File: config.mk
export PLATFORM = sky130hd
export DESIGN_NAME = word_collector
export DESIGN_NICKNAME = d
export VERILOG_FILES = /design/src/source/ntt_pkg.sv /design/src/source/word_collector.sv
export SDC_FILE = /design/constraint.sdc
export NUM_CORES = 1
export LEC_CHECK = 0
export BUFFER_PORTS_ARGS = -buffer_cell sky130_fd_sc_hd__buf_2
export CAP_MARGIN = 40
export CORE_ASPECT_RATIO = 1.2
export CORE_MARGIN = 5
export CORE_UTILIZATION = 37
export CTS_CLUSTER_DIAMETER = 60
export DETAILED_ROUTE_END_ITERATION = 10
export GPL_ROUTABILITY_DRIVEN = 0
export HOLD_SLACK_MARGIN = 0.15
export PLACE_DENSITY = 0.83
export REMOVE_ABC_BUFFERS = 1
export SKIP_CTS_REPAIR_TIMING = 1
export SKIP_LAST_GASP = 1
export SYNTH_ARGS = -nofsm -noshare
export SYNTH_HDL_FRONTEND = slang
export SYNTH_SLANG_ARGS = --single-unit
File: constraint.sdc
create_clock -name clk -period 6.45 [get_ports clk]
set_input_delay 0.3225 -clock clk [delete_from_list [all_inputs] [get_ports clk]]
set_output_delay 0.3225 -clock clk [all_outputs]
set_load 0.03 [all_outputs]
File: src/source/ntt_pkg.sv
package ntt_pkg;

    // ------------------------------------------------------------------
    // field and block constants
    // ------------------------------------------------------------------
    localparam logic [13:0] q_mod     = 14'd12289;
    // -q^-1 mod 2^16 for the montgomery reduction
    localparam logic [13:0] q_neg_inv = 14'd12287;

    localparam int n_coeff          = 128;
    localparam int n_stages         = 7;
    localparam int nibble_width     = 4;
    localparam int nibbles_per_word = 8;
    localparam int words_per_block  = 16;

    // ------------------------------------------------------------------
    // basic types
    // ------------------------------------------------------------------
    typedef logic [15:0] coeff_t;
    typedef logic [13:0] twiddle_t;
    typedef logic [31:0] data_word_t;
    typedef logic [6:0]  coeff_idx_t;

    // one captured input word, already unpacked
    typedef struct packed {
        coeff_t [nibbles_per_word-1:0] coeff;
        logic [3:0]                    word_idx;
    } load_beat_t;

    // operands of one butterfly lane
    typedef struct packed {
        coeff_t   upper;
        coeff_t   lower;
        twiddle_t twiddle;
    } lane_pair_t;

    // ------------------------------------------------------------------
    // twiddles in montgomery form, bit-reversed order
    // ------------------------------------------------------------------
    // entry 0 never addressed
    localparam twiddle_t twiddle_table [n_coeff] = '{
        0,     7888,  11060, 11208, 6960,  4342,  6275,  9759,
        1591,  6399,  9477,  5266,  586,   5825,  7538,  9710,
        1134,  6407,  1711,  965,   7099,  7674,  3743,  6442,
        10414, 8100,  1885,  1688,  1364,  10329, 10164, 9180,
        12210, 6240,  997,   117,   4783,  4407,  1549,  7072,
        2829,  6458,  4431,  8877,  7144,  2564,  5664,  4042,
        12189, 432,   10751, 1237,  7610,  1534,  3983,  7863,
        2181,  6308,  8720,  6570,  4843,  1690,  14,    3872,
        5569,  9368,  12163, 2019,  7543,  2315,  4673,  7340,
        1553,  1156,  8401,  11389, 1020,  2967,  10772, 7045,
        3316,  11236, 5285,  11578, 10637, 10086, 9493,  6180,
        9277,  6130,  3323,  883,   10469, 489,   1502,  2851,
        11061, 9729,  2742,  12241, 4970,  10481, 10078, 1195,
        730,   1762,  3854,  2030,  5892,  10922, 9020,  5274,
        9179,  3604,  3782,  10206, 3180,  3467,  4668,  2446,
        7613,  9386,  834,   7703,  6836,  3403,  5351,  12276
    };

endpackage

File: src/source/word_collector.sv
`timescale 1ns/100ps

module word_collector
    import ntt_pkg::*;
(
    input  logic       clk,
    input  logic       rst_n,
    input  logic       in_req,
    input  data_word_t in_word,
    output logic       in_ack,
    input  logic       sent,
    output load_beat_t load_beat,
    output logic       load_valid,
    output logic       block_loaded
);

    localparam logic [3:0] last_word = 4'(words_per_block - 1);

    logic [3:0] word_cnt;
    logic       held;
    logic       capture;

    // new word: req up, ack still down, no block in flight
    assign capture = in_req && !in_ack && !held;

    // ------------------------------------------------------------------
    // four-phase receiver
    // ------------------------------------------------------------------
    always_ff @(posedge clk or negedge rst_n) begin
        if (!rst_n) begin
            in_ack       <= 1'b0;
            load_valid   <= 1'b0;
            block_loaded <= 1'b0;
            word_cnt     <= '0;
            held         <= 1'b0;
        end else begin
            load_valid   <= capture;
            block_loaded <= capture && (word_cnt == last_word);

            // output side finished, next block may come in
            if (sent) begin
                held <= 1'b0;
            end

            if (capture) begin
                in_ack   <= 1'b1;
                word_cnt <= word_cnt + 4'd1;
                if (word_cnt == last_word) begin
                    held <= 1'b1;
                end
            end else if (in_ack && !in_req) begin
                in_ack <= 1'b0;
            end
        end
    end

    // unpack nibbles, nibble i becomes coefficient i of the word
    always_ff @(posedge clk) begin
        if (capture) begin
            load_beat.word_idx <= word_cnt;
            for (int i = 0; i < nibbles_per_word; i++) begin
                load_beat.coeff[i] <= coeff_t'(in_word[i*nibble_width +: nibble_width]);
            end
        end
    end

endmodule

* Word-level counts from Yosys, hierarchy flattened
Index checks and enable logic that the tools add are counted.
** Cells by class
- $add $sub $neg :: 1
- Eq/ne operators :: 1
- Multiplexer cells :: 5
- Reductions and logical operators :: 8
** Operators with widths (number)
- 2-to-1 mux 1 bit :: 5
- adder 4 x 1 -> 4 bit (second input constant) :: 1
- == test 4 bit (second input constant) :: 1
- logical AND 1 bit :: 4
- zero test 1 bit :: 3
- nonzero test 2 bit :: 1
** Word-level totals
- Flip-flop bits (word level) :: 44
- Input port bits :: 36
- Output and inout bits :: 135
- Word-level logic and storage cells :: 29

* Depth between registers and ports, before layout
Gate-level depths: netlist (run 1).
- Depth after elaboration :: 4
- Gate-level depth with buffers :: 3
- Gate-level depth less buffers :: 3

* Worst setup path after synthesis (run 1)
OpenSTA, ideal clock, no wires.
- Path type :: reg-to-reg
- Start point :: reg in_ack
- End point :: reg word_cnt[1]
- Library setup time :: 125 ps
- Data arrival time :: 2097 ps
- Required time :: 6325 ps
- Slack :: 4229 ps
- Cell stages (with the launch flop) :: 3
- Buffers on the path :: 0
- Period minus slack after synthesis :: 2221 ps
- Cells stage by stage :: dfrtp_1 nor3b_4 mux2_2
** Between the ends
- Longest elaborated chain between the ends :: 3
** Ends and longest elaborated chain
- from (decl) :: RTL line word_collector.sv:10 : output logic in_ack,
- from (signal assigned) :: RTL line word_collector.sv:31 : in_ack <= 1'b0;
- from (signal assigned) :: RTL line word_collector.sv:46 : in_ack <= 1'b1;
- from (signal assigned) :: RTL line word_collector.sv:52 : in_ack <= 1'b0;
- zero test 1 bit :: RTL line word_collector.sv:24 : assign capture = in_req && !in_ack && !held;
- logical AND 1 bit (2 in a row) :: RTL line word_collector.sv:24
- via capture :: RTL line word_collector.sv:21 : logic capture;
- to (signal assigned) :: RTL line word_collector.sv:47 : word_cnt <= word_cnt + 4'd1;
- to (decl) :: RTL line word_collector.sv:19 : logic [3:0] word_cnt;
The timed path passes the listed nets, and every way through them passes these cells.
A chain may end at the register's enable or synchronous reset.

* Worst setup path in the final report (run 1)
Same ends and word-level chain as after synthesis.

==> results of run 1 <==
-- worst paths after layout --
check,startpoint,to,cells after the start
worst max-delay path,in_ack,word_cnt[1],3
min in group asynchronous,rst_n,in_ack,2
max in group asynchronous,rst_n,word_cnt[3],2
worst max register to register,in_ack,word_cnt[1],3
worst min register to register,word_cnt[3],word_cnt[3],1
worst min-delay path,sent,held,2
-- final cells by class --
cell class | instances | area, um^2
Fill cell | 510 | 3250
Sequential cell | 44 | 1280
Multi-Input combinational cell | 107 | 467
Timing Repair Buffer | 76 | 388
Clock buffer | 6 | 82.6
Tap cell | 64 | 80.1
Clock inverter | 2 | 38.8
Inverter | 1 | 3.75
-- placed cells by master, fill, tap and decap left out --
cell	netlist	final
edfxtp_1	36	36
mux2_2	1	1
buf_4	96	1
conb_1	1	96
and4_1	1	1
nand2_1	1	1
xor2_1	1	1
o21a_1	1	1
clkbuf_8	0	6
xnor2_1	2	2
clkinv_4	0	1
inv_1	1	1
dfrtp_1	8	8
dlygate4sd3_1	0	1
ha_1	1	1
bufinv_16	0	1
o21bai_2	1	1
nand4_1	1	1
nor3b_4	1	1
buf_2	0	74
-- routing by layer --
metal	share of wire [%]	vias up	GRT usage [%]
met5	0.35	-	0
met4	1.6	2	4.73
met3	17	7	3.70
met2	48	120	15.4
met1	33	486	9.85
li1	-	475	-
-- worst reg2reg max path: cells and delay by family (launching register included) --
kind	cells	cell delay, ns
buf+inv	1	0.44
flops	1	0.42
mux	1	0.40
simple gates	1	0.19
-- sequential cells by signal, summed over array words and instances, names as in the netlist --
| name | cells |
|---|---|
| held | 1 |
| load_valid | 1 |
| block_loaded | 1 |
| load_beat | 36 |
| word_cnt | 4 |
| in_ack | 1 |
-- where the power goes --
group | total, mW | switching (mW) | internal (mW)
clock network | 0.212 | 0.0853 | 0.126
logic | 0.166 | 0.133 | 0.0332
registers | 0.366 | 0.0200 | 0.346
total | 0.743 | 0.238 | 0.505
-- stage by stage --
stage | area (um^2) | cells
CTS | 2330 | 299
detailed placement | 2210 | 291
finish | 2340 | 300
global route | 2340 | 300
floorplan | 1750 | 152
global placement | 2210 | 291
-- cell families after synthesis --
kind of cell / synth area share [%]
XOR/XNOR: 1.24
AND/OR/NAND/NOR: 1.77
other: 0.177
buffers and inverters: 34.2
AO/OA/AOI/OAI: 0.887
adder cells (fa/ha/maj): 0.591
multiplexers: 0.532
flip-flops: 60.6
==> impl_metrics.tcl, run 1 <==
set metrics [dict create \
    syn_area_um2 2120 \
    die_area_um2 7340 \
    place_ws_ns 4.89 \
    synth_flop_cell "edfxtp_1" \
    synth_edf_count 36 \
    path_buf_inv 1 \
    cts_max_level 2 \
    die_y_um 92.8 \
    cp.required_ns 6.62 \
    tns_ns 0 \
    seq_area_frac_synth_pct 60.6 \
    viasPerCell 3.63 \
    worstSkewPairLatency_ns 0.28 \
    fin_ws_ns 4.90 \
    yosysWarningCount 0 \
    io_buffers 74 \
    drt-total-wl_mm 3.70 \
    synth-async-reset-ratio_pct 18.2 \
    fin_nets 272 \
    overflow 0 \
    avgSynthCellArea_um2 13.8 \
    dpl.hpwl_mm 3.07 \
    leakagePower_nw 1.15 \
    numClockSinks 44 \
    yosysTopAreaCell "edfxtp_1" \
    numCtsBuffers 5 \
    setup_viol 0 \
    endpoint_kind "flop" \
    grt_setup_unrepaired "false" \
    yosysMostFrequentCell "buf_4" \
    initial_utilization_pct 37.8 \
    path_cells "nor3b_4 > buf_4 > mux2_2" \
    vias 1090 \
    drive_gt1_share_pct 36.4 \
    drtPass1Iterations 4 \
    cts_tree "done" \
    syn2layout_area_growth_pct 10.6 \
    path_clk_slew_ns 0.08 \
    ys_ff_latch 44 \
    maxCapViolCount 0 \
    synthTopCellsByCount "buf_4, edfxtp_1, dfrtp_1" \
    hold_path.class "primary input to flop" \
    cts_buffer_depth 2 \
    grt_pass1_vias 1118 \
    clock_skew_ns 0.00435 \
    slowest_stage "buf_4" \
    max_freq_mhz 643 \
    synth_cell_type_count 15 \
    synth_area_leaders "edfxtp_1, buf_4, dfrtp_1, nor3b_4, xnor2_1" \
    hold_slack_ns 0.204 \
    antenna_cells 0 \
    wl_per_cell_um 12.3 \
    hold_viol 0 \
    rows 30 \
    crit_path_max_incr_delay_ns 0.44 \
    drt-initial-drc-count 60 \
    drv_slew 0 \
    drtAntennaViolNets 0 \
    power_density_nw_per_um2 317 \
    ir_worst_vdd_uv 97.1 \
    drc 0 \
    grt_pass1_wl_mm 5.20 \
    status "complete, no violations" \
    post-route-period-util_pct 24.1 \
    root_buffer "clkbuf_8" \
    chipWidth_um 79.0 \
    utilization_pct 41.9 \
    start_kind "flop" \
    netlist.area_leader.share_pct 51.1 \
    gr-usage-all-layers_pct 9.17 \
    min_period_ns 1.55 \
    syn_inst 153 \
    ioPinCount 171 \
    arrival_ns 1.73 \
    worst-path-max-fanout 42 \
    grt_max_degree 43 \
    crit_type "flop to flop" \
    r2r_slack_ns 4.90 \
    crit_family "buffers and inverters" \
    p_total_uw 743 \
    coreArea_um2 5590 \
    antenna_found_initial 1 \
]
(Power assumes the default switching activity.)
==> inputs of run 2 (changes only) <==
--- a/config.mk
+++ b/config.mk
@@ -9,12 +9,12 @@
 export CAP_MARGIN = 40
 export CORE_ASPECT_RATIO = 1.2
 export CORE_MARGIN = 5
-export CORE_UTILIZATION = 37
+export CORE_UTILIZATION = 35
 export CTS_CLUSTER_DIAMETER = 60
 export DETAILED_ROUTE_END_ITERATION = 10
 export GPL_ROUTABILITY_DRIVEN = 0
 export HOLD_SLACK_MARGIN = 0.15
-export PLACE_DENSITY = 0.83
+export PLACE_DENSITY = 0.82
 export REMOVE_ABC_BUFFERS = 1
 export SKIP_CTS_REPAIR_TIMING = 1
 export SKIP_LAST_GASP = 1
==> constraint.sdc (replaced) <==
create_clock -name clk -period 1.3 [get_ports clk]
set_input_delay 0.065 -clock clk [delete_from_list [all_inputs] [get_ports clk]]
set_output_delay 0.065 -clock clk [all_outputs]
set_load 0.03 [all_outputs]
==> run 2 against run 1 <==
Compared with the run above: via count rose by 13%; clock power rose to 5.0 times the previous value; clock skew is 0.0028 ns higher; register-to-register slack worse by 4.9 ns; combinational power grew to 5.8 times the previous value; power grew to 5.2 times the previous value; core utilization increased by 4.8 points; final cell count increased by 19%; sequential cell count is the same; first-iteration DRC count decreased by 48%; critical path depth rose by 2.
==> impl_metrics.tcl, run 2 (synthesized netlist as in run 1, its figures left out) <==
set metrics [dict create \
    status "complete, no violations" \
    antenna_found_initial 0 \
    wl_per_cell_um 12.1 \
    post-route-period-util_pct 98.0 \
    grt_max_degree 30 \
    viasPerCell 3.46 \
    reg2regPathDepth 5 \
    placedCellCount 311 \
    maxCapViolCount 0 \
    path_cells "nor3b_4 > buf_12 > buf_4 > nand4_1 > xnor2_1" \
    cts_tree "done" \
    cts_max_level 2 \
    worst-path-max-fanout 6 \
    start_kind "flop" \
    gr-usage-all-layers_pct 8.16 \
    max_freq_mhz 785 \
    worstSkewPairLatency_ns 0.29 \
    endpoint_kind "flop" \
    power_density_nw_per_um2 1380 \
    path_clk_slew_ns 0.08 \
    fin_nets 311 \
    drt-total-wl_mm 4.31 \
    crit_type "flop to flop" \
    drtPass1Iterations 3 \
    arrival_ns 1.45 \
    grt_pass1_wl_mm 4.60 \
    drtAntennaViolNets 0 \
    vias 1235 \
    clock_skew_ns 0.00710 \
    cts_buffer_depth 2 \
    initial_utilization_pct 35.4 \
    rows 31 \
    hold_path.class "primary input to asynchronous set/reset pin" \
    grt_pass1_vias 1013 \
    syn2layout_area_growth_pct 31.8 \
    r2r-start "held" \
    numClockSinks 44 \
    top_register "load_beat" \
    chipWidth_um 81.0 \
    crit_path_max_incr_delay_ns 0.41 \
    io_buffers 74 \
    ioPinCount 171 \
    coreArea_um2 5970 \
    final_cell_mix "conb_1, buf_2, edfxtp_1, dlygate4sd3_1, dfrtp_1" \
    drt-initial-drc-count 31 \
    leakagePower_nw 1.34 \
    mostFrequentLayoutCell "conb_1" \
    die_area_um2 7710 \
    top_regs "load_beat x36, word_cnt x4" \
    drc 0 \
    numCtsBuffers 5 \
    utilization_pct 46.7 \
    setup_viol 0 \
    r2r_slack_ns 0.03 \
    root_buffer "clkbuf_8" \
    ir_worst_vdd_uv 441 \
    slowest_stage "dfrtp_1" \
    overflow 0 \
    hold_viol 0 \
    cp.required_ns 1.48 \
    min_period_ns 1.27 \
    drive_gt1_share_pct 33.1 \
    stdcell_count 357 \
    dpl.hpwl_mm 2.93 \
    antenna_cells 0 \
    regToRegEndpoint "word_cnt[3]" \
    largest_reg_flops 36 \
    drv_slew 0 \
    grt_setup_unrepaired "true" \
    die_y_um 95.2 \
]
## run 2: metal layers
metal,vias up,global-route usage (%),part of all wire (%)
met3,4,3.78,15
met2,116,13.6,48
met4,0,5.92,1.9
li1,552,-,-
met5,-,0,0
met1,563,7.84,35
## run 2: worst max-delay path, delay by kind of cell (launching register included)
kind / cells / cell delay, ns
and+or+nand+nor: 2 / 0.35
DFF: 1 / 0.41
buffers and inverters: 2 / 0.26
xor gates and xnor gates: 1 / 0.14
## run 2: worst max path at each step
stage	startpoint	endpoint	slack (ns)	depth (start not counted)
after floorplan	in_ack	word_cnt[1]	-0.92	2
after global placement	in_ack	load_beat[101]	0.03	2
after detailed placement	in_ack	load_beat[39]	0.003	2
after CTS	in_ack	load_beat[119]	-0.01	2
after global routing	held	word_cnt[3]	-0.01	5
final	held	word_cnt[3]	0.03	5
## run 2: cell type report
type,instances,area (um^2)
fill,518,3190
clock buffer,6,82.6
timing repair buffer,115,812
tap,82,103
inverter,1,3.75
clock inverter,2,38.8
sequential,44,1280
multi-input combinational,107,467
## run 2: power breakdown
group	internal [mW]	leakage, nW	total (mW)	switching, mW
registers	1.71	0.438	1.82	0.105
clock network	0.628	0.0614	1.07	0.445
logic	0.269	0.837	0.956	0.687
## run 2: stage by stage
stage	setup TNS (ns)	worst slack, ns	power [mW]	area, um^2	hold WS (ns)
2_1_floorplan	-33.66	-0.921	2.48	1750	-0.231
3_3_place_gp	0	0.0316	2.65	2260	-0.0820
3_5_place_dp	0	0.00342	2.68	2260	-0.0811
4_1_cts	-0.218	-0.0105	3.73	2380	-0.397
5_1_grt	-0.0427	-0.0133	4.03	2790	0.140
6_report	0	0.0256	3.85	2790	0.145
