`src/source/ntt_pkg.sv`:
```
package ntt_pkg;

    // ------------------------------------------------------------------
    // field and block constants
    // ------------------------------------------------------------------
    localparam logic [13:0] q_mod     = 14'd12289;
    // -q^-1 mod 2^16 for the montgomery reduction
    localparam logic [13:0] q_neg_inv = 14'd12287;

    localparam int n_coeff          = 128;
    localparam int n_stages         = 7;
    localparam int nibble_width     = 4;
    localparam int nibbles_per_word = 8;
    localparam int words_per_block  = 16;

    // ------------------------------------------------------------------
    // basic types
    // ------------------------------------------------------------------
    typedef logic [15:0] coeff_t;
    typedef logic [13:0] twiddle_t;
    typedef logic [31:0] data_word_t;
    typedef logic [6:0]  coeff_idx_t;

    // one captured input word, already unpacked
    typedef struct packed {
        coeff_t [nibbles_per_word-1:0] coeff;
        logic [3:0]                    word_idx;
    } load_beat_t;

    // operands of one butterfly lane
    typedef struct packed {
        coeff_t   upper;
        coeff_t   lower;
        twiddle_t twiddle;
    } lane_pair_t;

    // ------------------------------------------------------------------
    // twiddles in montgomery form, bit-reversed order
    // ------------------------------------------------------------------
    // entry 0 never addressed
    localparam twiddle_t twiddle_table [n_coeff] = '{
        0,     7888,  11060, 11208, 6960,  4342,  6275,  9759,
        1591,  6399,  9477,  5266,  586,   5825,  7538,  9710,
        1134,  6407,  1711,  965,   7099,  7674,  3743,  6442,
        10414, 8100,  1885,  1688,  1364,  10329, 10164, 9180,
        12210, 6240,  997,   117,   4783,  4407,  1549,  7072,
        2829,  6458,  4431,  8877,  7144,  2564,  5664,  4042,
        12189, 432,   10751, 1237,  7610,  1534,  3983,  7863,
        2181,  6308,  8720,  6570,  4843,  1690,  14,    3872,
        5569,  9368,  12163, 2019,  7543,  2315,  4673,  7340,
        1553,  1156,  8401,  11389, 1020,  2967,  10772, 7045,
        3316,  11236, 5285,  11578, 10637, 10086, 9493,  6180,
        9277,  6130,  3323,  883,   10469, 489,   1502,  2851,
        11061, 9729,  2742,  12241, 4970,  10481, 10078, 1195,
        730,   1762,  3854,  2030,  5892,  10922, 9020,  5274,
        9179,  3604,  3782,  10206, 3180,  3467,  4668,  2446,
        7613,  9386,  834,   7703,  6836,  3403,  5351,  12276
    };

endpackage

```
`src/source/coefficient_sender.sv`:
```
`timescale 1ns/100ps

module coefficient_sender
    import ntt_pkg::*;
(
    input  logic       clk,
    input  logic       rst_n,
    input  logic       done,
    output coeff_idx_t rd_idx,
    input  coeff_t     rd_coeff,
    output logic       out_req,
    output coeff_t     out_coeff,
    input  logic       out_ack,
    output logic       sent
);

    localparam coeff_idx_t last_idx = coeff_idx_t'(n_coeff - 1);

    typedef enum logic [1:0] {
        st_idle,
        st_fetch,
        st_wait_ack,
        st_wait_release
    } state_t;

    state_t     state;
    coeff_idx_t idx;

    assign rd_idx = idx;

    // ------------------------------------------------------------------
    // four-phase sender, indices 0 to 127
    // ------------------------------------------------------------------
    always_ff @(posedge clk or negedge rst_n) begin
        if (!rst_n) begin
            state     <= st_idle;
            idx       <= '0;
            out_req   <= 1'b0;
            out_coeff <= '0;
            sent      <= 1'b0;
        end else begin
            sent <= 1'b0;
            case (state)
                st_idle: begin
                    if (done) begin
                        idx   <= '0;
                        state <= st_fetch;
                    end
                end
                st_fetch: begin
                    // latched here so it stays put while req is up
                    out_coeff <= rd_coeff;
                    out_req   <= 1'b1;
                    state     <= st_wait_ack;
                end
                st_wait_ack: begin
                    if (out_ack) begin
                        out_req <= 1'b0;
                        state   <= st_wait_release;
                    end
                end
                st_wait_release: begin
                    if (!out_ack) begin
                        if (idx == last_idx) begin
                            sent  <= 1'b1;
                            state <= st_idle;
                        end else begin
                            idx   <= idx + 7'd1;
                            state <= st_fetch;
                        end
                    end
                end
                default: state <= st_idle;
            endcase
        end
    end

endmodule

```
`config.mk`:
```
export PLATFORM = sky130hd
export DESIGN_NAME = coefficient_sender
export DESIGN_NICKNAME = d
export VERILOG_FILES = /design/src/source/ntt_pkg.sv /design/src/source/coefficient_sender.sv
export SDC_FILE = /design/constraint.sdc
export NUM_CORES = 1
export LEC_CHECK = 0
export ABC_AREA = 1
export ABC_CLOCK_PERIOD_IN_PS = 3500
export BUFFER_PORTS_ARGS = -buffer_cell sky130_fd_sc_hd__buf_2
export CORE_MARGIN = 2
export CORE_UTILIZATION = 41
export CTS_CLUSTER_DIAMETER = 200
export DETAILED_ROUTE_END_ITERATION = 10
export GPL_ROUTABILITY_DRIVEN = 0
export GPL_TIMING_DRIVEN = 0
export MAX_ROUTING_LAYER = met4
export PLACE_DENSITY = 0.68
export SLEW_MARGIN = 20
export SYNTH_ARGS = -nofsm -noshare
export SYNTH_HDL_FRONTEND = slang
export SYNTH_SLANG_ARGS = --single-unit
```
`constraint.sdc`:
```
create_clock -name clk -period 3.5 [get_ports clk]
set_clock_uncertainty 0.15 [all_clocks]
set_input_delay 1.05 -clock clk [delete_from_list [all_inputs] [get_ports clk]]
set_output_delay 1.05 -clock clk [all_outputs]
set_load 0.01 [all_outputs]
```
Yosys cells after proc, flatten, opt, wreduce, memory -nomap -nowiden
Index checks and enable logic that the tools add are counted.
{"block": "word_totals", "regBits": 27, "in_bits": 20, "output_inout_bits": 25, "elab_cells": 34}
{"block": "op_classes", "n_addsub": 1, "eq_ne": 8, "mux": 14, "reduce_logical": 6}
{"op": "2-to-1 mux 7 bit", "count": 3}
{"op": "case mux 7 bit (2 select lines)", "count": 1}
{"op": "inequality test 2 bit (second input constant)", "count": 4}
{"op": "case mux 2 bit (4 select lines)", "count": 1}
{"op": "adder 7 x 1 -> 7 bit (second input constant)", "count": 1}
{"op": "equality test 7 bit (second input constant)", "count": 1}
{"op": "2-to-1 mux 2 bit", "count": 3}
{"op": "2-to-1 mux 1 bit", "count": 5}
{"op": "equality test 2 bit (second input constant)", "count": 2}
{"op": "AND reduction 4 bit", "count": 1}
{"op": "nonzero test 2 bit", "count": 2}
{"op": "AND reduction 3 bit", "count": 1}
{"op": "equality test 2 x 1 -> 1 bit (second input constant)", "count": 1}
{"op": "zero test 2 bit", "count": 1}
{"op": "case mux 1 bit (2 select lines)", "count": 1}
{"op": "AND reduction 2 bit", "count": 1}

Longest topological paths before layout
Gate-level depths: netlist of run 1.
{"block": "depth", "depth_word": 4, "depth_mapped": 8, "ltp_nobuf": 8}

Least setup slack after synthesis of run 1
Ideal clock, no wire load.
{"block": "synth_timing", "path_type": "input-to-reg", "from": "input port done", "to": "register idx[6] (netlist: rd_idx[6])", "setup_ns": 0.118, "t_arrival_ns": 1.530, "required_ns": 3.232, "slack_ns": 1.702, "cell_stages": 7, "n_path_buf": 0, "path_cell_list": "inv_1 nand2_1 nand2_2 nor2_4 nand2_4 nand2_1 nand2_1"}
{"block": "synth_between", "elab_chain_cells": 2}
{"item": "start: declaration", "line": "coefficient_sender.sv:8", "text": "input logic done,"}
{"item": "inequality test 2 bit (no source line)"}
{"item": "AND reduction 4 bit (no source line)"}
{"item": "end signal: assignment", "line": "coefficient_sender.sv:68", "text": "idx <= idx + 7'd1;"}
{"item": "end: declaration", "line": "coefficient_sender.sv:27", "text": "coeff_idx_t idx;"}
No other way between the ends.
A chain may end at the register's enable or synchronous reset.

Worst setup path after layout of run 1
{"block": "layout_timing", "from": "register idx[0] (netlist: rd_idx[0])", "to": "output port rd_idx[0]"}
{"item": "end: declaration", "line": "coefficient_sender.sv:9", "text": "output coeff_idx_t rd_idx,"}
No word-level cell between the ends.

==> metrics.md, run 1 <==
| Metric | Value |
|---|---|
| Post-DP HPWL | 1930 µm |
| Die Y | around 60 µm |
| Reg-to-reg critical path endpoint | out_coeff[9] |
| Starting DRC count in detailed routing | 13 |
| Core Region | approximately 3100 µm² |
| Net Count, Synth | about 160 |
| CTS tree | built |
| RSZ-0062 raised after global routing | false |
| Number of synthesized flops with an enable pin | 0 |
| Pin count of the biggest net entering global routing | 28 |
| Tightest Pin Transition | 585 ps |
| Register clock-pin slew on the reported worst setup and hold paths | 140 ps |
| Req. time, crit path | 2300 ps |
| Average wire per standard cell | 10.7 µm |
| Launching element type of the critical path | register |
| Status | finished, final reports clean |
| Number of antenna cells inserted | 0 |
| Per-cell via count in the routed design | 4.67 |
| Clock latency on the worst-skew pair | 320 ps |
| Total count of hold-check failures in the final report | 0 |
| Total global routing overflow | 0 |
| DRC violations left | 0 |
| Fin nets | 210 |
| Period utilisation layout | 62.5% |
| Number of ports placed on the die boundary | 45 |
| Number of antenna violations at the first check in global routing | 0 |
| CTS Hold Bufs | 0 |
| Share of final-layout standard cells stronger than drive strength 1 | 40.4% |
| Startpoint of the most critical hold path | out_coeff[13] |
| Synth warnings | 0 |
| Max-capacitance violation count | 0 |
| Detailed-route via count | ~1100 |
| Endpoints failing setup | 0 |
| Total clock buffers created by CTS | 3 |
| Syn Std Cell Area | roughly 1300 µm² |
| Maximum count of clock buffers along a single path | 2 |
| Most frequent cells in the layout | sky130_fd_sc_hd__buf_2, sky130_fd_sc_hd__nand2_1, sky130_fd_sc_hd__dfrtp_1 |
| Peak supply drop | 0.000441 V |
| R2r worst-path depth | 5 |
| Type of the tightest min-delay check | reg2reg |
| Count of standard-cell rows | 20 |
| Setup_tns | 0 ps |
| Endpoint kind of the worst setup timing path | output port |
| Leading register cell type out of synthesis | sky130_fd_sc_hd__dfrtp_1 |
| Final-layout fill cell count | 310 |
| Largest stage delay, worst path | 490 ps |
| Worst R2R Start | state[1] |
| Number of flip-flops and latches in the synthesized netlist | 27 |
| Post-synthesis instance total | 135 |
| Cell family with the largest share of critical-path delay | flip-flops |
| Crit path buffers/inverters | 1 |
| Share of the yosys chip area belonging to registers | 51.0% |
| Hold path cells | 1 |
| DRT antenna net count | 0 |
| Upper clock frequency limit | 457 MHz |
| CTS sink count | 27 |
| Vias in the first global route | just over 1000 |
| Pwr Density | 771 nW/µm² |
| Library cell contributing the largest single delay on the critical path | sky130_fd_sc_hd__dfrtp_1 |
| Area of the die | 3700 µm² |
| Arr. time, crit path | 990 ps |
| Commonest non-fill, non-tap cell in the layout | sky130_fd_sc_hd__buf_2 |
| Leakage power of the design | between 0.8 and 0.9 nW |
| Fraction of registers with async set or reset after synthesis | 100% |
| Kind of critical path | reg2out |
| Count of cells resized by post-cts repair | 0 |
| Power Total | 1.26 mW |
| Setup slack of the worst register-to-register path | between 1500 and 2000 ps |
| DRT Pass-1 Iters | 2 |
| Port Buffers | 44 |
| Setup Buffers After CTS | 0 |
| Mapped Avg Cell Area | 9.81 µm² |
| Hold Crit Endpoint | out_coeff[13] |
| Synth unique cells | 20 |
| Final-report max-slew violation count | 0 |
| Width of the die | around 61 µm |
| Library cell used as clock root buffer | sky130_fd_sc_hd__clkbuf_4 |
| Slew Limit Headroom | 61.0% |
| Starting density of the core | 43.4% |
| Htree depth | 1 |
| First-pass GRT wire length | 4060 µm |
| Critical path peak fanout | 8 |
| GRT Util Overall | 15.1% |
| List of cells traversed by the critical path | buf_2 |
| Syn-to-layout area delta | 23.1% |
| Shortest clock period the worst path allows after layout | 2190 ps |
| Routed WL | 2420 µm |
-- cell type report --
type | instances | area (µm²) | share of cell area (%)
Clock buffer | 3 | 22.5 | 1.38
Buffer | 2 | 12.5 | 0.768
Inverter | 13 | 48.8 | 3.00
Timing Repair Buffer | 44 | 220 | 13.5
Tap cell | 44 | 55.1 | 3.38
Multi-Input combinational cell | 93 | 587 | 36.0
Sequential cell | 27 | 676 | 41.5
Clock inverter | 1 | 7.51 | 0.461
-- power breakdown --
part | leakage, nW | total (mW) | internal, mW | switching, mW
Sequential | 0.332 | 0.512 | 0.436 | 0.0762
Combinational | 0.504 | 0.608 | 0.289 | 0.318
Clock | 0.0139 | 0.136 | 0.0437 | 0.0924
Total | 0.850 | 1.26 | 0.769 | 0.487
-- worst max path at each step --
| stage | end | from | slack, ps | cells past startpoint |
|---|---|---|---|---|
| 4_1_cts | rd_idx[2] | rd_idx[2] | 1300 | 1 |
| 3_5_place_dp | rd_idx[1] | out_ack | 1500 | 7 |
| 3_3_place_gp | rd_idx[6] | out_ack | 1510 | 7 |
| 6_report | rd_idx[0] | rd_idx[0] | 1310 | 1 |
| 2_1_floorplan | rd_idx[6] | done | 1700 | 7 |
| 5_1_grt | rd_idx[2] | rd_idx[2] | 1250 | 1 |
-- cells in the mapped netlist (2+ instances only) --
master / n / area, µm²
sky130_fd_sc_hd__nand2_1: 38 / 143
sky130_fd_sc_hd__dfrtp_1: 27 / 676
sky130_fd_sc_hd__mux2_2: 16 / 180
sky130_fd_sc_hd__inv_1: 13 / 48.8
sky130_fd_sc_hd__nor2_1: 10 / 37.5
sky130_fd_sc_hd__nand3_1: 7 / 35.0
sky130_fd_sc_hd__ha_1: 6 / 75.1
sky130_fd_sc_hd__nand2_2: 2 / 12.5
sky130_fd_sc_hd__nand4_1: 2 / 12.5
sky130_fd_sc_hd__nor2_4: 2 / 22.5
sky130_fd_sc_hd__o21ai_0: 2 / 10.0
sky130_fd_sc_hd__o21ai_1: 2 / 10.0
-- routing by layer --
layer / GRT usage, % / share of wire (%)
met4: 4.66 / 0.70
met1: 18.1 / 45
met5: - / 0
met3: 2.77 / 4.3
met2: 25.8 / 50
-- cell families (layout without fill, tap and decap cells) --
family / after synthesis / in the layout / share of synthesized area, %
AOI/OAI and AO/OA: 6 / 6 / 2.55
and+or+nand+nor: 65 / 65 / 22.5
adders and majority gates: 6 / 6 / 5.67
buffers and inverters: 15 / 63 / 4.63
muxes: 16 / 16 / 13.6
DFF: 27 / 27 / 51.0
-- registers in the layout (all words and copies together), names as in the netlist --
| signal | count |
|---|---|
| out_coeff | 16 |
| out_req | 1 |
| rd_idx | 7 |
| sent | 1 |
| state | 2 |
-- metrics by stage --
step	area [µm²]	util (%)	worst slack (ps)	std cells	hold slack [ps]
detailed placement	1600	52.4	1500	223	341
CTS	1630	53.4	1300	227	375
floorplan	1320	-	1700	135	362
global route	1630	53.4	1250	227	387
finish	1630	53.4	1310	227	369
global placement	1600	52.4	1510	223	334
No activity file was read; power rests on OpenSTA's default activity.
==> inputs of run 2 (changes only) <==
- ABC_AREA: 1 -> 0
- ABC_CLOCK_PERIOD_IN_PS: 3500 -> 1900
- PLACE_DENSITY: 0.68 -> 0.71
- clock period: 3.5 -> 1.9 ns (I/O delays scaled with it)
==> run 2 against run 1 <==
Sequential cell count stayed put. Synthesized cell count is 21% lower. Register-to-register slack worse by 1700 ps. Utilization is 0.98 points higher. Worst setup slack worse by 1300 ps. Cell area is 1.0% higher. Critical path depth is 5 higher. First-iteration DRC count is 54% higher. Critical path type is now reg2reg. Critical endpoint is now rd_idx[2]. Largest power group unchanged.
==> metrics.md, run 2 <==
| Metric | Value |
|---|---|
| Syn-to-layout area delta | 27.1% |
| Pin count of the biggest net entering global routing | 28 |
| Number of antenna violations at the first check in global routing | 0 |
| Commonest non-fill, non-tap cell in the layout | sky130_fd_sc_hd__buf_2 |
| Detailed-route via count | 1027 |
| Endpoint kind of the worst setup timing path | register |
| DRT antenna net count | 0 |
| Most instantiated library cell after synthesis | sky130_fd_sc_hd__dfrtp_1 |
| Most frequent cells in the layout | sky130_fd_sc_hd__buf_2, sky130_fd_sc_hd__dfrtp_1, sky130_fd_sc_hd__mux2_2 |
| Die Y | 60.2 µm |
| List of most frequent post-synthesis cells | sky130_fd_sc_hd__dfrtp_1, sky130_fd_sc_hd__mux2_2, sky130_fd_sc_hd__nand2_1, sky130_fd_sc_hd__ha_1, sky130_fd_sc_hd__inv_1 |
| Endpoints failing setup | 0 |
| Worst hold slack across all endpoints | 65.8 ps |
| R2r worst-path depth | 6 |
| Fraction of registers with async set or reset after synthesis | 100% |
| CTS tree | built |
| XOR/XNOR Fraction of Synth Area | 0% |
| Share of final-layout standard cells stronger than drive strength 1 | 53.2% |
| Leading register cell type out of synthesis | sky130_fd_sc_hd__dfrtp_1 |
| Period utilisation layout | 98.6% |
| Setup_tns | 0 ps |
| Pwr Density | between 1500 and 2000 nW/µm² |
| Synth unique cells | 32 |
| Register clock-pin slew on the reported worst setup and hold paths | approximately 140 ps |
| Simple logic cell fraction of the synthesized area | 11.4% |
| Library cell used as clock root buffer | sky130_fd_sc_hd__clkbuf_4 |
| Number of ports placed on the die boundary | 45 |
| Htree depth | 1 |
| Total global routing overflow | 0 |
| CTS sink count | 27 |
| Final WS setup | 27.5 ps |
| Count of standard-cell rows | 20 |
| Per-cell via count in the routed design | approximately 5 |
| Synth Area in Compound Gates | a little under a tenth |
| Kind of critical path | reg2reg |
| First-pass GRT wire length | 3970 µm |
| Core Region | 3030 µm² |
| Fin nets | 185 |
| Width of the die | 60.2 µm |
| Mapped Avg Cell Area | 12.2 µm² |
| Total count of hold-check failures in the final report | 0 |
| Placed insts | 194 |
| Routed WL | 2650 µm |
| Type of the tightest min-delay check | in2async |
| DRT Pass-1 Iters | 4 |
| Share of the yosys chip area belonging to registers | 52.2% |
| Final-report max-slew violation count | 0 |
| Tightest Pin Transition | 576 ps |
| Adder and majority cell fraction of the synthesized area | under 10% |
| GRT Util Overall | 15.3% |
| Upper clock frequency limit | 534 MHz |
| Req. time, crit path | 1980 ps |
| Post-route non-filler standard cell count | 202 |
| Starting DRC count in detailed routing | 20 |
| Clock latency on the worst-skew pair | 320 ps |
| Arr. time, crit path | around 2000 ps |
| Portion of synthesized cell area occupied by the leading cell type | 52.2% |
| Launching element type of the critical path | register |
| DRC violations left | 0 |
| Status | finished, final reports clean |
| Total clock buffers created by CTS | 3 |
| Shortest clock period the worst path allows after layout | 1870 ps |
| Post-synthesis mux area share | 16.3% |
| Critical path peak fanout | 10 |
| Largest family of logic cells by synthesized area | multiplexers |
| Number of flip-flops and latches in the synthesized netlist | 27 |
| CTS Hold Bufs | 0 |
| Max-capacitance violation count | 0 |
| Port Buffers | 44 |
| Largest register FFs | 16 |
| Worst Setup Slack post-DPL | -81.2 ps |
| Synth warnings | 0 |
| Slew Limit Headroom | 61.6% |
| Starting density of the core | a little over two fifths |
| Leakage power of the design | 0.823 nW |
| Vias in the first global route | roughly 930 |
| Peak supply drop | 0.000570 V |
| Syn Std Cell Area | 1290 µm² |
| Post-synthesis instance total | between 100 and 150 |
| Number of antenna cells inserted | 0 |
| Average wire per standard cell | 13.1 µm |
| Largest cells by area after synthesis | sky130_fd_sc_hd__dfrtp_1, sky130_fd_sc_hd__mux2_2, sky130_fd_sc_hd__ha_1, sky130_fd_sc_hd__buf_6, sky130_fd_sc_hd__nand2_1 |
| Net Count, Synth | ~130 |
| Number of synthesized flops with an enable pin | 0 |
| Area of the die | about 3600 µm² |
| Post-DP HPWL | 1930 µm |
| Top register by number of flip-flops | out_coeff |
| Post-layout utilization of the core | 54.3% |
| Maximum count of clock buffers along a single path | 2 |
| Cell taking the most area after synthesis | sky130_fd_sc_hd__dfrtp_1 |
-- run 2: changes by cell type after synthesis, moves of 3 or more --
cell	previous run	this run
sky130_fd_sc_hd__nand2_1	38	7
sky130_fd_sc_hd__nor3_1	0	3
sky130_fd_sc_hd__nor2_1	10	3
sky130_fd_sc_hd__inv_1	13	6
sky130_fd_sc_hd__nand3_1	7	4
sky130_fd_sc_hd__buf_6	0	3
sky130_fd_sc_hd__or3_1	0	3
-- run 2: cell families after synthesis --
logic type,after synthesis
AO/OA/AOI/OAI,15
adder cells (fa/ha/maj),6
buffers and inverters,11
flip-flops,27
multiplexers,19
AND/OR/NAND/NOR,28
-- run 2: power by group --
part | switching [mW] | total, mW | internal (mW)
clock | 0.164 | 0.246 | 0.0822
sequential | 0.175 | 0.999 | 0.824
combinational | 0.624 | 1.29 | 0.670
total | 0.963 | 2.54 | 1.58
-- run 2: cell type report --
class | count | area (µm²)
fillers | 269 | 1380
flip-flops and latches | 27 | 678
multi-input cells | 68 | 567
repair buffers | 49 | 258
well taps | 44 | 55.1
plain buffers | 4 | 38.8
clock buffers | 4 | 26.3
inverters | 6 | 22.5
-- run 2: stage by stage --
step / total power, mW / instance area, µm²
floorplan: 1.81 / 1290
global placement: 2.16 / 1570
detailed placement: 2.22 / 1570
CTS: 2.46 / 1590
global route: 2.73 / 1650
finish: 2.54 / 1650
-- run 2: worst paths after layout --
path                                 to    startpoint  slack, ps
setup / recovery              rd_idx[2]      state[0]         30
hold / removal             out_coeff[7]         rst_n         70
setup reg to reg              rd_idx[2]      state[0]         30
hold reg to reg            out_coeff[7]  out_coeff[7]        370
max in group asynchronous     rd_idx[1]         rst_n       1120
min in group clk           out_coeff[7]   rd_coeff[7]        320
-- run 2: what timing repair did --
item	in CTS	in global routing
gates resized for setup	0	6
pin swaps	0	1
setup endpoints to repair	9	6
setup buffers	0	5
-- run 2: worst max-delay path, stage by stage, from the launching register on --
cell	delay [ps]
sky130_fd_sc_hd__dfrtp_1	450
sky130_fd_sc_hd__ha_1	230
sky130_fd_sc_hd__buf_6	140
sky130_fd_sc_hd__o211ai_1	260
sky130_fd_sc_hd__buf_6	190
sky130_fd_sc_hd__nor4_1	50
sky130_fd_sc_hd__a211o_2	310
-- run 2: metal layers --
metal,up-vias,wire [µm],GRT usage (%)
met5,-,0,-
met4,0,63,7.62
met3,9,160,2.38
met2,47,1310,26.2
met1,489,1120,17.3
li1,482,-,-
==> inputs of run 3 (changes only) <==
- PLACE_DENSITY: 0.71 -> 0.7
- REMOVE_ABC_BUFFERS: default -> 1
==> run 3 against run 2 <==
Utilization shrank 1.3 points. Sequential share of layout area increased by 1.2 points. Critical path depth is the same. Highest routed layer unchanged.
==> metrics.md, run 3 (synthesis gave the netlist of run 2 again) <==
| Metric | Value |
|---|---|
| Maximum count of clock buffers along a single path | 2 |
| Critical path peak fanout | 5 |
| Top register by number of flip-flops | out_coeff |
| Number of antenna violations at the first check in global routing | 0 |
| Tightest Pin Transition | ~600 ps |
| Final WS setup | 76.7 ps |
| Number of ports placed on the die boundary | 45 |
| Syn-to-layout area delta | 24.0% |
| Type of the tightest min-delay check | in2async |
| Number of antenna cells inserted | 0 |
| Endpoint kind of the worst setup timing path | register |
| Port Buffers | 44 |
| DRT antenna net count | 0 |
| Period utilisation layout | 96.0% |
| Net switching share of the total power | 38.0% |
| Starting density of the core | 42.8% |
| Die Y | 60.2 µm |
| Worst hold slack across all endpoints | 75.5 ps |
| CTS Hold Bufs | 0 |
| Setup_tns | 0 ps |
| Routed WL | about 2500 µm |
| List of cells traversed by the critical path | inv_2 > ha_1 > nand2b_4 > o211ai_1 > or3_1 > o311ai_1 |
| Worst Setup Slack post-DPL | -294 ps |
| Peak supply drop | about 0.00075 V |
| Count of standard-cell rows | 20 |
| Status | finished, final reports clean |
| Starting DRC count in detailed routing | 28 |
| Library cell used as clock root buffer | sky130_fd_sc_hd__clkbuf_4 |
| Area of the die | roughly 3600 µm² |
| Library cell contributing the largest single delay on the critical path | sky130_fd_sc_hd__dfrtp_2 |
| GRT Util Overall | between 10% and 20% |
| Comb power frac | roughly half |
| Shortest clock period the worst path allows after layout | 1820 ps |
| Cell internal power dissipation | 1.53 mW |
| Net switching component of the power | 938 µW |
| Fin nets | 178 |
| DRT Pass-1 Iters | 4 |
| Largest register FFs | 16 |
| Post-layout utilization of the core | 53.0% |
| RSZ-0062 raised after global routing | true |
| Clock latency on the worst-skew pair | 320 ps |
| Leakage power of the design | between 0.7 and 0.8 nW |
| Kind of critical path | reg2reg |
| Arr. time, crit path | 1900 ps |
| Endpoints failing setup | 0 |
| Pwr Density | 1540 nW/µm² |
| Launching element type of the critical path | register |
| Detailed-route via count | between 900 and 1000 |
| Post-route non-filler standard cell count | 195 |
| Vias in the first global route | between 900 and 1000 |
| Core Region | 3030 µm² |
| Max-capacitance violation count | 0 |
| Final-report max-slew violation count | 0 |
| Slew Limit Headroom | 60.5% |
| Width of the die | between 60 and 70 µm |
| Per-cell via count in the routed design | 5.04 |
| First-pass GRT wire length | 4000 µm |
| Total clock buffers created by CTS | 3 |
| Average wire per standard cell | about 13 µm |
| Most frequent cells in the layout | sky130_fd_sc_hd__buf_2, sky130_fd_sc_hd__dfrtp_1, sky130_fd_sc_hd__mux2_2 |
| Register share of total power | 41.2% |
| Upper clock frequency limit | 548 MHz |
| Share of final-layout standard cells stronger than drive strength 1 | 53.6% |
| CTS tree | built |
| Register clock-pin slew on the reported worst setup and hold paths | 150 ps |
| Share of power burned in the clock network | 10.0% |
| Total count of hold-check failures in the final report | 0 |
| Placed insts | about 190 |
| Total global routing overflow | 0 |
| Commonest non-fill, non-tap cell in the layout | sky130_fd_sc_hd__buf_2 |
| CTS sink count | 27 |
| Req. time, crit path | about 2000 ps |
| Htree depth | 1 |
| Largest stage delay, worst path | 450 ps |
| Post-DP HPWL | 1830 µm |
| DRC violations left | 0 |
| Pin count of the biggest net entering global routing | 28 |
## run 3: repair_timing
action,in CTS,in global routing
pin swaps,1,1
cloned,0,0
resized for setup,3,7
setup endpoints to repair,8,8
buffers inserted,2,0
## run 3: power by group through the flow
stage | sequential, mW | combinational (mW) | clock, mW
after CTS | 1.00 | 1.19 | 0.258
after global placement | 0.997 | 1.11 | 0
after floorplan | 1.10 | 0.646 | 0
after detailed placement | 1.01 | 1.14 | 0
after global routing | 1.05 | 1.33 | 0.279
final | 1.02 | 1.20 | 0.247
## run 3: metrics by stage
step | instance area, µm² | power (mW)
6_report | 1610 | 2.47
3_3_place_gp | 1530 | 2.10
2_1_floorplan | 1250 | 1.75
4_1_cts | 1580 | 2.46
3_5_place_dp | 1530 | 2.15
5_1_grt | 1610 | 2.66
## run 3: cell type report
class                   instances  area, µm²
fillers                       272       1420
flip-flops and latches         27        681
multi-input cells              68        582
repair buffers                 46        235
well taps                      44       55.1
clock buffers                   3       22.5
inverters                       6       22.5
clock inverters                 1       7.51
## run 3: worst paths after layout
kind / from / end / slack, ps / cells after the start
setup / recovery: state[0] / rd_idx[3] / 80 / 6
hold / removal: rst_n / out_coeff[3] / 80 / 1
setup reg to reg: state[0] / rd_idx[3] / 80 / 6
hold reg to reg: out_coeff[6] / out_coeff[6] / 370 / 1
max in group asynchronous: rst_n / rd_idx[0] / 1090 / 1
min in group clk: rd_coeff[1] / out_coeff[1] / 320 / 2
## run 3: worst max-delay path: cells and delay by family (launching register included)
family / cells / cell delay, ps
simple gates: 2 / 440
compound gates: 2 / 380
flops: 1 / 450
buf+inv: 1 / 70
fa+ha+maj: 1 / 240
## run 3: metal layers
metal  wire length, µm  part of all wire [%]  global-route usage, %
met1              1040                    43                   18.2
met2              1300                    53                   25.8
met3                86                   3.5                   1.95
met4                21                  0.86                   4.76
met5                 0                     0                      -
